===== src/wires.sv =====
package wires;

  // word-level request toward memory
  typedef struct packed {
    logic        valid;
    logic        instr;  // set for fetches
    logic [31:0] addr;   // byte address
    logic [31:0] wdata;
    logic [3:0]  wstrb;  // zero for reads
  } mem_in_type;

  typedef struct packed {
    logic [31:0] rdata;
    logic        ready;
  } mem_out_type;

  typedef enum logic [1:0] {
    size_byte,
    size_half,
    size_word
  } mem_size_t;

  // core-side data request, value in the low bits of wdata
  typedef struct packed {
    logic        valid;
    logic        write;
    mem_size_t   size;
    logic        unsigned_load;
    logic [31:0] addr;
    logic [31:0] wdata;
  } data_req_type;

  typedef struct packed {
    logic [31:0] rdata;  // already extended
    logic        ready;
  } data_rsp_type;

  typedef enum logic {
    owner_instr,
    owner_data
  } owner_t;

endpackage


===== src/data_align.sv =====
`timescale 1ns/1ps

module data_align import wires::*; (
  input  logic         clk,
  input  logic         rst,
  input  data_req_type data_req,
  output data_rsp_type data_rsp,
  output mem_in_type   dmem_req,
  input  mem_out_type  dmem_rsp
);

  logic        pending;
  mem_size_t   size_q;
  logic [1:0]  off_q;
  logic        unsigned_q;
  logic [3:0]  strb;
  logic [31:0] shifted;

  always_comb begin
    case (data_req.size)
      size_byte: strb = 4'b0001 << data_req.addr[1:0];
      size_half: strb = 4'b0011 << data_req.addr[1:0];
      default:   strb = 4'b1111;
    endcase

    dmem_req.valid = data_req.valid;
    dmem_req.instr = 1'b0;
    dmem_req.addr  = {data_req.addr[31:2], 2'b00};
    dmem_req.wstrb = data_req.write ? strb : 4'b0000;
    case (data_req.size)
      size_byte: dmem_req.wdata = {4{data_req.wdata[7:0]}};  // same byte in every lane
      size_half: dmem_req.wdata = {2{data_req.wdata[15:0]}};
      default:   dmem_req.wdata = data_req.wdata;
    endcase
  end

  // return path uses what was latched when the request showed up
  always_ff @(posedge clk) begin
    if (!rst) begin
      pending <= 1'b0;
    end else if (dmem_rsp.ready) begin
      pending <= 1'b0;
    end else if (data_req.valid) begin
      pending <= 1'b1;
    end
  end

  always_ff @(posedge clk) begin
    if (data_req.valid && !pending) begin
      size_q     <= data_req.size;
      off_q      <= data_req.addr[1:0];
      unsigned_q <= data_req.unsigned_load;
    end
  end

  always_comb begin
    shifted = dmem_rsp.rdata >> {off_q, 3'b000};
    case (size_q)
      size_byte: data_rsp.rdata = {{24{shifted[7] & ~unsigned_q}}, shifted[7:0]};
      size_half: data_rsp.rdata = {{16{shifted[15] & ~unsigned_q}}, shifted[15:0]};
      default:   data_rsp.rdata = dmem_rsp.rdata;
    endcase
    data_rsp.ready = dmem_rsp.ready;
  end

  // core holds the request until it sees ready
  a_req_stable: assert property (@(posedge clk) disable iff (!rst)
    data_req.valid && !data_rsp.ready |=> data_req.valid && $stable(data_req));

  a_half_even: assert property (@(posedge clk) disable iff (!rst)
    data_req.valid && data_req.size == size_half |-> !data_req.addr[0]);

endmodule


===== config.mk =====
export PLATFORM = sky130hd
export DESIGN_NAME = data_align
export DESIGN_NICKNAME = d
export VERILOG_FILES = /design/src/wires.sv /design/src/data_align.sv
export SDC_FILE = /design/constraint.sdc
export NUM_CORES = 1
export LEC_CHECK = 0
export BUFFER_PORTS_ARGS = -buffer_cell sky130_fd_sc_hd__buf_2
export CAP_MARGIN = 5
export CORE_AREA = 2 2 81 83
export DETAILED_ROUTE_END_ITERATION = 10
export DIE_AREA = 0 0 83 85
export GPL_ROUTABILITY_DRIVEN = 0
export PLACE_DENSITY = 0.75
export SYNTH_ARGS = -nofsm -noshare
export SYNTH_HDL_FRONTEND = slang
export SYNTH_SLANG_ARGS = --single-unit

===== constraint.sdc =====
create_clock -name clk -period 2.2 [get_ports clk]
set_clock_uncertainty 0.2 [all_clocks]
set_input_delay 0.11 -clock clk [delete_from_list [all_inputs] [get_ports clk]]
set_output_delay 0.11 -clock clk [all_outputs]
set_load 0.02 [all_outputs]

---- After elaboration in Yosys (flattened, before gate mapping) ----
Cells that the tools add are included.
word-level totals
  register bits after elaboration ......... 6
  output and inout bits ................... 103
  word-level logic and storage cells ...... 22
operators by class
  equal/unequal tests ..................... 2
  shift-type cells ........................ 3
  muxes and demuxes ....................... 4
  bitwise logic cells ..................... 4
  reductions and logical operators ........ 5
operators with widths
  operator                                             count
  case mux 32 bit (2 select lines)                     2
  >> shifter 32 x 5 -> 16 bit                          1
  case mux 4 bit (2 select lines)                      1
  equality test 2 x 1 -> 1 bit, second input constant  2
  logical NOT 2 bit                                    2
  2-to-1 mux 4 bit                                     1
  left shift 1 x 2 -> 4 bit, first input constant      1
  left shift 2 x 2 -> 4 bit, first input constant      1
  AND 1 bit                                            2
  inverter 1 bit                                       2
  OR reduction 2 bit                                   1
  logical AND 1 bit                                    1
  logical NOT 1 bit                                    1

---- Logic depth before layout (Yosys ltp) ----
  depth after elaboration ................. 3
  gate-level depth with buffers ........... 5
  mapped depth without buffers ............ 3

---- Worst setup path after synthesis ----
No wires, ideal clock.
  path type ............................... register -> output
  start point ............................. register off_q[1]
  end point ............................... output port data_rsp[12] (netlist name)
  data arrival time ....................... 1.827 ns
  required time ........................... 1.890 ns
  slack ................................... 0.063 ns
  stages on the path, launching flop included .. 5
  buffers on the path ..................... 1
  path through ............................ edfxtp_1 buf_6 nor2b_1 a22oi_1 o311ai_0
RTL lines
  item                    RTL line          RTL
  from (decl)             data_align.sv:14  logic [1:0] off_q;
  from (signal assigned)  data_align.sv:51  off_q <= data_req.addr[1:0];
  to (decl)               data_align.sv:7   output data_rsp_type data_rsp,

==> impl_metrics.ini <==
[logic_synthesis]
synth_top_family_by_area = compound AO/OA/AOI/OAI gates
yosys_warnings = 0
synthCells = 217
yosysUniqueCellTypes = 32
ys_seq_area_share_pct = 10.33
synth_compound_area_share_pct = 26.82
syn_area_per_cell_sq_um = 7.588
synthSimpleGateAreaFrac_pct = 13.98
synth_xor_area_share_pct = 0
synth_mux_area_share_pct = 23.94
postSynth.asyncResetShare_pct = 0
synth_edf_count = 5
syn_area_sq_mm = 0.001647
ys_ff_latch = 6
ys.flop_type = edfxtp_1
yosys.area_share.adder_pct = 0

[placement]
io_buffers = 143
placed_cell_area_sq_mm = 0.002135
dpl.cell_count = 391
dp_hpwl_um = 4557

[cts]
clockRootBuffer = clkbuf_8
clk_path_buf_depth = 2
clock_latency_ns = 0.22
h-tree-depth = 1
cts_tree = yes
cts_num_sinks = 6
clk_pin_slew_ns = 0.03
cts_buffers = 3

[route]
drt_iter0_drc = 34
vias = 1998
postRouteAntennaNets = 0
drc_errors = 0
drt-total-wl_um = 5551
via_per_inst = 4.970
dr.pass1.iters = 4
wire_per_inst_um = 13.81

[timing]
fin_crit_sh_pct = 97.42
layout_min_cycle_time_ns = 2.143
fmax_ghz = 0.4666
hold_viol = 0
holdWs_ns = 0.02003
rsz0062_at_grt = yes
setup_tns_ns = 0
finalMaxSlewViolations = 0
finalSetupViolCount = 0

[global_routing]
grt_pass1_vias = 1888
grt_max_degree = 38
grt_antenna_before_repair = 0
grt_pass1_wl_um = 8818
globalRouteTotalUtil_pct = 14.77
grt_overflow = 0

[cells_and_area]
final_cell_mix = buf_2, nand2_1, o21ai_0, mux2_2, mux2i_1
fill_cells = 648
n_antenna_cell = 0
fin_area_sq_mm = 0.002282
nets = 430
syn_to_final_growth_pct = 38.60
layout-drive-gt1-share_pct = 56.31
stdcell_count = 402
final_common_cell = buf_2
postLayoutCoreUtil_pct = 36.78

[worst_hold_path]
min_path_type = input port to primary output
hold_path_depth = 0

[floorplanning]
die_area_sq_mm = 0.007055
core_sq_mm = 0.006205
initial_core_util_pct = 26.54
rows = 29
ioPinCount = 207
die_h_um = 85
die_x_um = 83

[worst_setup_path]
cp_max_fo = 16
start_kind = register
crit_type = register to primary output
arrival_ns = 1.83
end_kind = primary output
crit_required_ns = 1.89
r2r_cells = 3

[power_and_ir_drop]
ir_worst_vdd_uv = 154.2
leakagePower_nw = 1.199
power_density_mw_per_mm2 = 390.8

[status]
status = finished clean

[run]
max_cap_viol_count = 0
[synth_stat cells (2+ instances only)]
cell | count | share of area, %
buf_4 | 44 | 20
nand2_1 | 40 | 9.1
o21ai_0 | 26 | 7.9
mux2_2 | 21 | 14
mux2i_1 | 12 | 7.3
clkbuf_1 | 9 | 2.1
o31ai_1 | 7 | 3.2
a22oi_1 | 5 | 2.3
edfxtp_1 | 5 | 9.1
nor2_1 | 5 | 1.1
inv_1 | 4 | 0.91
nor2b_1 | 4 | 1.5
o21a_1 | 4 | 1.8
a221oi_1 | 3 | 1.6
a22o_1 | 3 | 1.6
nand3b_1 | 3 | 1.4
o211a_1 | 3 | 1.8
o2bb2ai_1 | 3 | 1.6
buf_6 | 2 | 1.4
o21ai_1 | 2 | 0.61
[sequential cells by signal (all words and copies together) (netlist names)]
register / cells
size_q: 2
unsigned_q: 1
pending: 1
off_q: 2
[repair_timing]
action,4_1_cts,5_1_grt
buffers inserted,0,1
resized for setup,0,12
endpoints found under the hold margin,4,0
endpoints found under the setup margin,0,29
hold buffers,5,0
[critical path: stages (launching register included)]
cell      delay [ns]
edfxtp_1        0.37
mux4_2          0.60
o211ai_4        0.23
buf_12          0.16
o21ai_0         0.08
buf_2           0.16
[cells by family after synthesis]
family,count (synthesis)
AOI/OAI and AO/OA,61
buffers and inverters,60
DFF,6
muxes,35
other,1
and+or+nand+nor,54
[worst paths after layout]
path	endpoint	slack, ns	start
max	data_rsp[20]	0.06	off_q[0]$_DFFE_PP_
min	dmem_req[45]	0.02	data_req[41]
max reg2reg	pending$_SDFFE_PP0P_	0.85	pending$_SDFFE_PP0P_
min reg2reg	size_q[0]$_DFFE_PP_	0.40	pending$_SDFFE_PP0P_
[routing by layer]
| metal | global-route usage (%) | wire length [um] | vias up |
|---|---|---|---|
| li1 | - | - | 947 |
| met1 | 16.93 | 2068 | 882 |
| met2 | 26.91 | 2774 | 157 |
| met3 | 4.183 | 589 | 12 |
| met4 | 4.024 | 119 | 0 |
| met5 | 0 | 0 | - |
[power breakdown]
part           total, mW  internal, mW  leakage (nW)  switching, mW
Sequential         0.139         0.132        0.0566        0.00718
Clock              0.170         0.124        0.0228         0.0459
Combinational      0.583         0.238          1.12          0.344
Total              0.892         0.494          1.20          0.398
[through the flow]
step           total power, mW  setup WS, ns
3_5_place_dp            0.6999        0.2519
4_1_cts                 0.8823       0.01551
2_1_floorplan           0.5783       0.06348
5_1_grt                 0.9544     -0.008948
3_3_place_gp            0.6908        0.2660
6_report                0.8920       0.05672
[cell type report]
class | count | area, sq um | area share [%]
Multi-Input combinational cell | 153 | 1087 | 47.64
Timing Repair Buffer | 158 | 868.3 | 38.05
Sequential cell | 6 | 170.2 | 7.456
Tap cell | 77 | 96.34 | 4.221
Clock buffer | 4 | 45.04 | 1.974
Inverter | 4 | 15.01 | 0.6579
(Power assumes the default switching activity.)
