$ cat config.mk
export PLATFORM = sky130hd
export DESIGN_NAME = arbiter
export DESIGN_NICKNAME = d
export VERILOG_FILES = /design/src/wires.sv /design/src/arbiter.sv
export SDC_FILE = /design/constraint.sdc
export NUM_CORES = 1
export LEC_CHECK = 0
export ABC_CLOCK_PERIOD_IN_PS = 900
export BUFFER_PORTS_ARGS = -buffer_cell sky130_fd_sc_hd__buf_2
export CORE_AREA = 2 2 122 124
export CTS_CLUSTER_DIAMETER = 30
export DETAILED_ROUTE_END_ITERATION = 10
export DIE_AREA = 0 0 124 126
export SLEW_MARGIN = 20
export SYNTH_ARGS = -nofsm -noshare
export SYNTH_HDL_FRONTEND = slang
export SYNTH_SLANG_ARGS = --single-unit
$ cat constraint.sdc
create_clock -name clk -period 0.9 [get_ports clk]
set_clock_uncertainty 0.05 [all_clocks]
set_input_delay 0.09 -clock clk [delete_from_list [all_inputs] [get_ports clk]]
set_output_delay 0.09 -clock clk [all_outputs]
set_load 0.01 [all_outputs]
$ cat src/wires.sv
package wires;

  // word-level request toward memory
  typedef struct packed {
    logic        valid;
    logic        instr;  // set for fetches
    logic [31:0] addr;   // byte address
    logic [31:0] wdata;
    logic [3:0]  wstrb;  // zero for reads
  } mem_in_type;

  typedef struct packed {
    logic [31:0] rdata;
    logic        ready;
  } mem_out_type;

  typedef enum logic [1:0] {
    size_byte,
    size_half,
    size_word
  } mem_size_t;

  // core-side data request, value in the low bits of wdata
  typedef struct packed {
    logic        valid;
    logic        write;
    mem_size_t   size;
    logic        unsigned_load;
    logic [31:0] addr;
    logic [31:0] wdata;
  } data_req_type;

  typedef struct packed {
    logic [31:0] rdata;  // already extended
    logic        ready;
  } data_rsp_type;

  typedef enum logic {
    owner_instr,
    owner_data
  } owner_t;

endpackage

$ cat src/arbiter.sv
`timescale 1ns/1ps

module arbiter import wires::*; (
  input  logic        clk,
  input  logic        rst,
  input  mem_in_type  imem_req,
  output mem_out_type imem_rsp,
  input  mem_in_type  dmem_req,
  output mem_out_type dmem_rsp,
  output mem_in_type  mem_req,
  input  mem_out_type mem_rsp
);

  owner_t access;  // side asking this cycle
  owner_t owner;   // side the response path belongs to

  always_comb begin
    access = dmem_req.valid ? owner_data : owner_instr;  // data wins

    // a data access in flight blocks the memory input until it is answered
    if (owner == owner_data && !mem_rsp.ready) begin
      mem_req = '0;
    end else if (access == owner_data) begin
      mem_req = dmem_req;
    end else begin
      mem_req = imem_req;
    end
  end

  always_comb begin
    if (owner == owner_instr) begin
      imem_rsp.rdata = mem_rsp.rdata;
      imem_rsp.ready = mem_rsp.ready;
      dmem_rsp.rdata = 32'h0;
      dmem_rsp.ready = 1'b0;
    end else begin
      imem_rsp.rdata = 32'h0;
      imem_rsp.ready = 1'b0;
      dmem_rsp.rdata = mem_rsp.rdata;
      dmem_rsp.ready = mem_rsp.ready;
    end
  end

  always_ff @(posedge clk) begin
    if (!rst) begin
      owner <= owner_instr;
    end else begin
      case (owner)
        owner_instr: begin
          if (access == owner_data) begin
            owner <= owner_data;
          end
        end
        owner_data: begin
          // the data request answered in this cycle no longer counts as pending,
          // so the next fetch can follow right after it
          if (mem_rsp.ready) begin
            owner <= owner_instr;
          end
        end
        default: owner <= owner_instr;
      endcase
    end
  end

  // an answer goes back only to the side whose request is still held
  a_one_port: assert property (@(posedge clk) disable iff (!rst)
    mem_rsp.ready |-> (dmem_rsp.ready ? dmem_req.valid : imem_req.valid && !dmem_req.valid));

endmodule

== Word-level counts from Yosys, hierarchy flattened ==
Cells that the tools add are included.
W data, S select, Z words.
Word-level totals
  flip-flop bits (word level): 1
  latch bits: 0
  RAM bits: 0
  ROM bits: 0
  input bits: 175
  output and inout bits: 136
  logic and storage cells: 12
  memories: 0
Cells by class
  add/sub/neg operators: 0
  multiply operators: 0
  divide/modulo/power cells: 0
  magnitude comparators: 0
  equal/unequal tests: 0
  shift operators: 0
  muxes and demuxes: 8
  bitwise logic cells: 1
  reduce and logical (&&, ||, !) cells: 2
Operators with widths (count)
  $mux W70: 2
  $mux W33: 2
  $mux W1: 3
  $pmux W1 S2: 1
  $logic_and A1 B1 Y1: 1
  $logic_not A1 Y1: 1
  $not A1 Y1: 1

== Depth between registers and ports, before layout ==
Gate-level depths: netlist of run 1.
  depth in word-level cells: 3
  mapped depth: 4
  mapped depth without buffers: 2

== Worst setup path after synthesis of run 1 ==
Ideal clock, no wire load.
  path kind: register -> output
  from: reg owner
  to: out mem_req[0] in the netlist's numbering
  arrival time: 890 ps
  path slack: -130 ps
  cell stages (with the launch flop): 5
  path buffers: 2
  path through: dfxtp_1 nor2b_4 buf_12 buf_12 nor2_1
RTL lines
  start, declared: line arbiter.sv:15  | owner_t owner;
  start signal, assigned: line arbiter.sv:46  | owner <= owner_instr;
  start signal, assigned: line arbiter.sv:51  | owner <= owner_data;
  start signal, assigned: line arbiter.sv:58  | owner <= owner_instr;
  end, declared: line arbiter.sv:10  | output mem_in_type mem_req,

==> out/metrics.csv, run 1 <==
stage;metric;value;unit
grt;grt_pass1_wl;12600;um
synthesis;netlist_area;0.00174;mm^2
final_layout;syn2layout_area_growth;125;%
drt;firstDrtPassIters;4;
drt;via_count;2760;
sta;period_share;1.28;
power;swShare;0.452;
drt;vias_per_cell;3.76;
floorplan;core;0.0143;mm^2
final_layout;largest_reg_flops;1;
floorplan;initial_utilization;0.121;
power;p_int;1.22;mW
synthesis;syn-num-nets;408;
final_layout;antenna_cells;0;
sta;fin_crit;1150;ps
power;p_switching;1.01;mW
drt;initialDrtViolationCount;43;
synthesis;ys_seq_area_frac;0.0115;
synthesis;ys_types;14;
power;power;2.23;mW
grt;grt_antenna_before_repair;0;
critical_path;cp-end-kind;output pin;
hold_path;min_path_type;input pin to register;
run;cap_viol_max_count;0;
floorplan;ioPinCount;311;
hold_path;hold_depth;2;
drt;drt-total-wl;9330;um
floorplan;rows;44;
power;power_frac_comb;0.977;
drt;post-route-drc-count;0;
critical_path;cp_data_arrival_time;1010;ps
synthesis;ys_warn_count;0;
grt;grt_usage;0.101;
final_layout;regMostFlops;owner;
critical_path;slowest_delay;300;ps
floorplan;die_h;126;um
sta;layout_setup_ws;-249;ps
final_layout;reg.largest.list;owner: 1 flops;
final_layout;final_util;0.274;
critical_path;crit_chain;nor2b_4, buf_12, clkbuf_16, nor2_1, buf_2;
grt;grt_pass1_vias;2562;
power;p_leak;2.34;nW
critical_path;worstPathMaxFanout;8;
grt;grt_max_degree;40;
placement;post-dp-hpwl;7180;um
synthesis;synth.avg_cell_area;7.46;um^2
critical_path;cp-start-kind;register;
placement;pre_cts_ws;-256;ps
critical_path;required;760;ps
placement;portBuffers;310;
power;peakVddDrop;0.214;mV
floorplan;die_area;0.0156;mm^2
grt;overflow;0;
synthesis;ys_ff_latch;1;
sta;finalSetupViolCount;137;
clock_network;worst_skew_pair.late_latency;0;ps
status;failed_checks;negative setup slack;
synthesis;synth_cells;233;
power;powerDensity;570;mW/mm^2
clock_network;clk_pin_slew;0;ps
drt;wl_per_cell;12.7;um
final_layout;fillers;1624;
drt;ant_nets;0;
sta;rsz0062_at_grt;yes;
sta;worstMarginPinSlew;269;ps
sta;max_slew_margin;0.815;
floorplan;chipWidth;124;um
sta;final-hold-violation-count;0;
critical_path;reg2reg_depth;4;
critical_path;cp_slowest_cell;dfxtp_2;
critical_path;critical_path_class;register to output pin;
placement;place_congestion;0.801;
final_layout;layout-drive-gt1-share;0.681;
power;pwr-share-clk;0;
status;outcome;complete, but fails checks;
final_layout;nets;728;
sta;drv_slew;0;
sta;fmax;870;MHz
power;seq_power_share;0.023;
-- cell usage after synthesis --
library cell  instances  area share
and2_1               33        0.12
and2b_1               8       0.035
buf_12                8       0.092
buf_6                 1      0.0065
buf_8                 7       0.060
clkbuf_1              3      0.0065
clkbuf_2              3      0.0086
clkbuf_4              1      0.0043
dfxtp_1               1       0.012
mux2i_1              69        0.40
nor2_1               71        0.15
nor2b_1              26       0.094
nor2b_4               1      0.0079
o21a_1                1      0.0043
-- path summary, 6_finish.rpt --
kind	start	slack (ps)	endpoint
hold / removal	rst	280	owner
setup reg to reg	owner	-210	owner
setup / recovery	owner	-250	mem_req[38]
hold reg to reg	owner	840	owner
-- area by class of cell --
class                   instances  area (um^2)  area share
multi-input cells             209         1560       0.399
flip-flops and latches          1         21.3     0.00543
well taps                     184          230      0.0588
repair buffers                341         2100       0.536
-- layout by cell type, fill, tap and decap left out, drive strengths merged --
| cell type | netlist | final |
|---|---|---|
| and2 | 33 | 33 |
| and2b | 8 | 8 |
| buf | 16 | 338 |
| clkbuf | 7 | 3 |
| dfxtp | 1 | 1 |
| mux2i | 69 | 69 |
| nor2 | 71 | 71 |
| nor2b | 27 | 27 |
| o21a | 1 | 1 |
-- layer usage --
metal | share of wire | GRT usage | vias up
li1 | - | - | 1394
met1 | 0.39 | 0.121 | 1214
met2 | 0.53 | 0.200 | 150
met3 | 0.078 | 0.00906 | 2
met4 | 0.0013 | 0.00198 | 0
met5 | 0 | 0 | -
-- stage by stage --
| stage | instance area [um^2] | hold slack, ps | setup TNS (ps) | instances |
|---|---|---|---|---|
| after global placement | 3570 | 283 | -21900 | 725 |
| after detailed placement | 3570 | 282 | -23240 | 725 |
| after global routing | 3920 | 279 | -31560 | 735 |
| final | 3920 | 275 | -24090 | 735 |
| after floorplan | 1890 | 157 | -9740 | 233 |
| after CTS | 3800 | 282 | -24460 | 731 |
-- worst max-delay path: cells and delay by family, from the launching register on --
kind	cells	cell delay (ps)
buffers and inverters	3	490
DFF	1	300
and+or+nand+nor	2	200
-- cell families after synthesis --
logic type / Yosys count / share of synthesized area
simple gates: 139 / 0.408
mux: 69 / 0.397
buf+inv: 23 / 0.179
compound gates: 1 / 0.00432
flops: 1 / 0.0115
-- power groups by stage --
stage	combinational [mW]	clock (mW)	sequential [mW]
after global placement	1.94	0	0.0505
after global routing	2.38	0	0.0512
final	2.18	0	0.0507
after CTS	2.14	0	0.0507
after floorplan	1.08	0	0.0521
after detailed placement	1.96	0	0.0507
-- repair_timing --
| action | CTS | global route |
|---|---|---|
| endpoints found under the setup margin | 137 | 137 |
| pin swaps | 0 | 3 |
| endpoints found under the hold margin | 0 | 0 |
| setup buffers | 2 | 0 |
| resized for setup | 24 | 11 |
| gates cloned | 4 | 4 |
| hold buffers | 0 | 0 |
(Power assumes the default switching activity.)
==> run 2, diff against run 1 <==
--- a/config.mk
+++ b/config.mk
@@ -7,10 +7,14 @@
 export LEC_CHECK = 0
 export ABC_CLOCK_PERIOD_IN_PS = 900
 export BUFFER_PORTS_ARGS = -buffer_cell sky130_fd_sc_hd__buf_2
+export CELL_PAD_IN_SITES_DETAIL_PLACEMENT = 1
+export CELL_PAD_IN_SITES_GLOBAL_PLACEMENT = 1
 export CORE_AREA = 2 2 122 124
+export CTS_BUF_LIST = sky130_fd_sc_hd__clkbuf_16
 export CTS_CLUSTER_DIAMETER = 30
 export DETAILED_ROUTE_END_ITERATION = 10
 export DIE_AREA = 0 0 124 126
+export PLACE_DENSITY_LB_ADDON = 0.1
 export SLEW_MARGIN = 20
 export SYNTH_ARGS = -nofsm -noshare
 export SYNTH_HDL_FRONTEND = slang
==> run 2 against run 1 <==
  * The run still ends with negative setup slack left
  * Total power increased by 9.1%
  * Cell count rose by 0.68%
  * Sequential cell count unchanged
  * First-iteration DRC count down 33%
  * Via count grew 5.4%
  * Fmax is 2.4% lower
  * Sequential share of layout area hardly changed
  * Design area up 5.9%
  * Hold slack lost 16 ps
  * Combinational power is 9.2% higher
  * Critical path depth stayed put
  * Critical endpoint is now mem_req[36]
==> out/metrics.csv, run 2 (synthesized netlist as in run 1, its figures left out) <==
stage;metric;value;unit
status;outcome;complete, but fails checks;
status;failed_checks;negative setup slack;
floorplan;die_h;126;um
critical_path;rrSetupSlack;-200;ps
power;peakVddDrop;0.167;mV
sta;max_slew_margin;0.794;
final_layout;nets;732;
placement;post-dp-hpwl;8670;um
final_layout;reg.largest.list;owner: 1 flops;
critical_path;slowest_delay;320;ps
final_layout;syn2layout_area_growth;139;%
sta;rsz0062_at_grt;yes;
grt;grt_max_degree;27;
floorplan;core;0.0143;mm^2
grt;grt_antenna_before_repair;1;
critical_path;cp_slowest_cell;dfxtp_2;
drt;via_count;2908;
clock_network;hold_buffers;0;
placement;place_congestion;0.706;
hold_path;worstHoldStart;rst;
floorplan;rows;44;
critical_path;required;760;ps
final_layout;largest_reg_flops;1;
floorplan;die_area;0.0156;mm^2
floorplan;initial_utilization;0.121;
drt;firstDrtPassIters;4;
critical_path;crit_chain;nor2b_4, buf_12, clkbuf_16, nor2_1, buf_2;
final_layout;layout-drive-gt1-share;0.697;
hold_path;min_to;owner;
sta;period_share;1.31;
sta;finalSetupTns;-24280;ps
run;cap_viol_max_count;0;
hold_path;hold_depth;2;
final_layout;regMostFlops;owner;
floorplan;ioPinCount;311;
final_layout;mostFrequentLayoutCell;buf_2;
critical_path;cp-end-kind;output pin;
grt;grt_pass1_vias;2957;
sta;layout_setup_ws;-277;ps
sta;fin_crit;1180;ps
drt;wl_per_cell;15.1;um
power;powerDensity;587;mW/mm^2
sta;worstMarginPinSlew;300;ps
power;p_leak;2.41;nW
critical_path;worstPathMaxFanout;11;
critical_path;reg2reg_depth;4;
sta;drv_slew;0;
sta;fmax;850;MHz
critical_path;reg2reg_from;owner;
clock_network;worst_skew_pair.late_latency;0;ps
critical_path;cp_data_arrival_time;1040;ps
floorplan;chipWidth;124;um
grt;overflow;0;
critical_path;rr_endpoint;owner;
placement;placed_area;0.00357;mm^2
sta;finalSetupViolCount;137;
grt;grt_pass1_wl;15400;um
drt;ant_nets;0;
sta;final-hold-violation-count;0;
final_layout;final_cell_mix;buf_2 (283), mux2i_1 (61), nor2_1 (48);
drt;drt-total-wl;11200;um
drt;vias_per_cell;3.93;
final_layout;final_util;0.290;
final_layout;fillers;1807;
clock_network;clk_pin_slew;0;ps
placement;portBuffers;310;
critical_path;critical_path_class;register to output pin;
drt;initialDrtViolationCount;29;
critical_path;cp-start-kind;register;
hold_path;min_path_type;input pin to register;
grt;grt_usage;0.124;
final_layout;final_area;0.00415;mm^2
drt;post-route-drc-count;0;
## run 2: cell count changes in the layout (fill, tap and decap cells not counted), moves of 2 or more
cell,before,now
nor2b_4,1,4
nor2_1,45,48
mux2i_1,68,61
nor2_4,15,23
buf_2,294,283
nor2_2,11,0
buf_4,16,21
mux2i_4,0,2
mux2i_2,1,6
buf_6,18,26
nor2b_1,24,20
## run 2: how the worst max path moves through the flow
stage | endpoint | slack [ps] | depth (start not counted) | from
detailed placement | mem_req[23] | -300 | 4 | owner
finish | mem_req[36] | -280 | 5 | owner
global placement | mem_req[18] | -260 | 4 | owner
CTS | mem_req[23] | -290 | 5 | owner
floorplan | mem_req[11] | -130 | 4 | owner
global route | mem_req[12] | -310 | 5 | owner
## run 2: area by class of cell
type                            instances  area, um^2  area share
Tap cell                              184         230      0.0555
Antenna cell                            1        2.50    0.000603
Multi-Input combinational cell        209        1670       0.402
Timing Repair Buffer                  345        2230       0.537
Sequential cell                         1        21.3     0.00513
## run 2: through the flow
step	setup WS, ps	instances	hold WS, ps	power, mW
6_report	-277	740	259	2.43
5_1_grt	-309	739	269	2.64
4_1_cts	-294	731	268	2.29
3_5_place_dp	-304	724	268	2.07
3_3_place_gp	-256	724	264	2.05
2_1_floorplan	-127	233	157	1.14
## run 2: power breakdown
group | total [mW] | switching [mW] | internal [mW]
clock network | 0.000000149 | 0 | 0.000000149
registers | 0.0519 | 0.00259 | 0.0493
logic | 2.38 | 1.09 | 1.30
## run 2: routing by layer
metal  wire length, um  track usage  vias to the layer above
li1                  -            -                     1404
met1              3680        0.120                     1327
met2              6250        0.265                      173
met3              1180       0.0308                        4
met4                61      0.00595                        0
met5                 0            0                        -
## run 2: worst max-delay path, delay by kind of cell, from the launching register on
family | cells | cell delay, ps
flops | 1 | 320
simple gates | 2 | 230
buf+inv | 3 | 480
## run 2: repair_timing
action | CTS | global route
endpoints found under the hold margin | 0 | 0
resized for setup | 25 | 39
pin swaps | 4 | 4
cloned | 5 | 2
buffers inserted | 3 | 6
setup endpoints to repair | 137 | 137
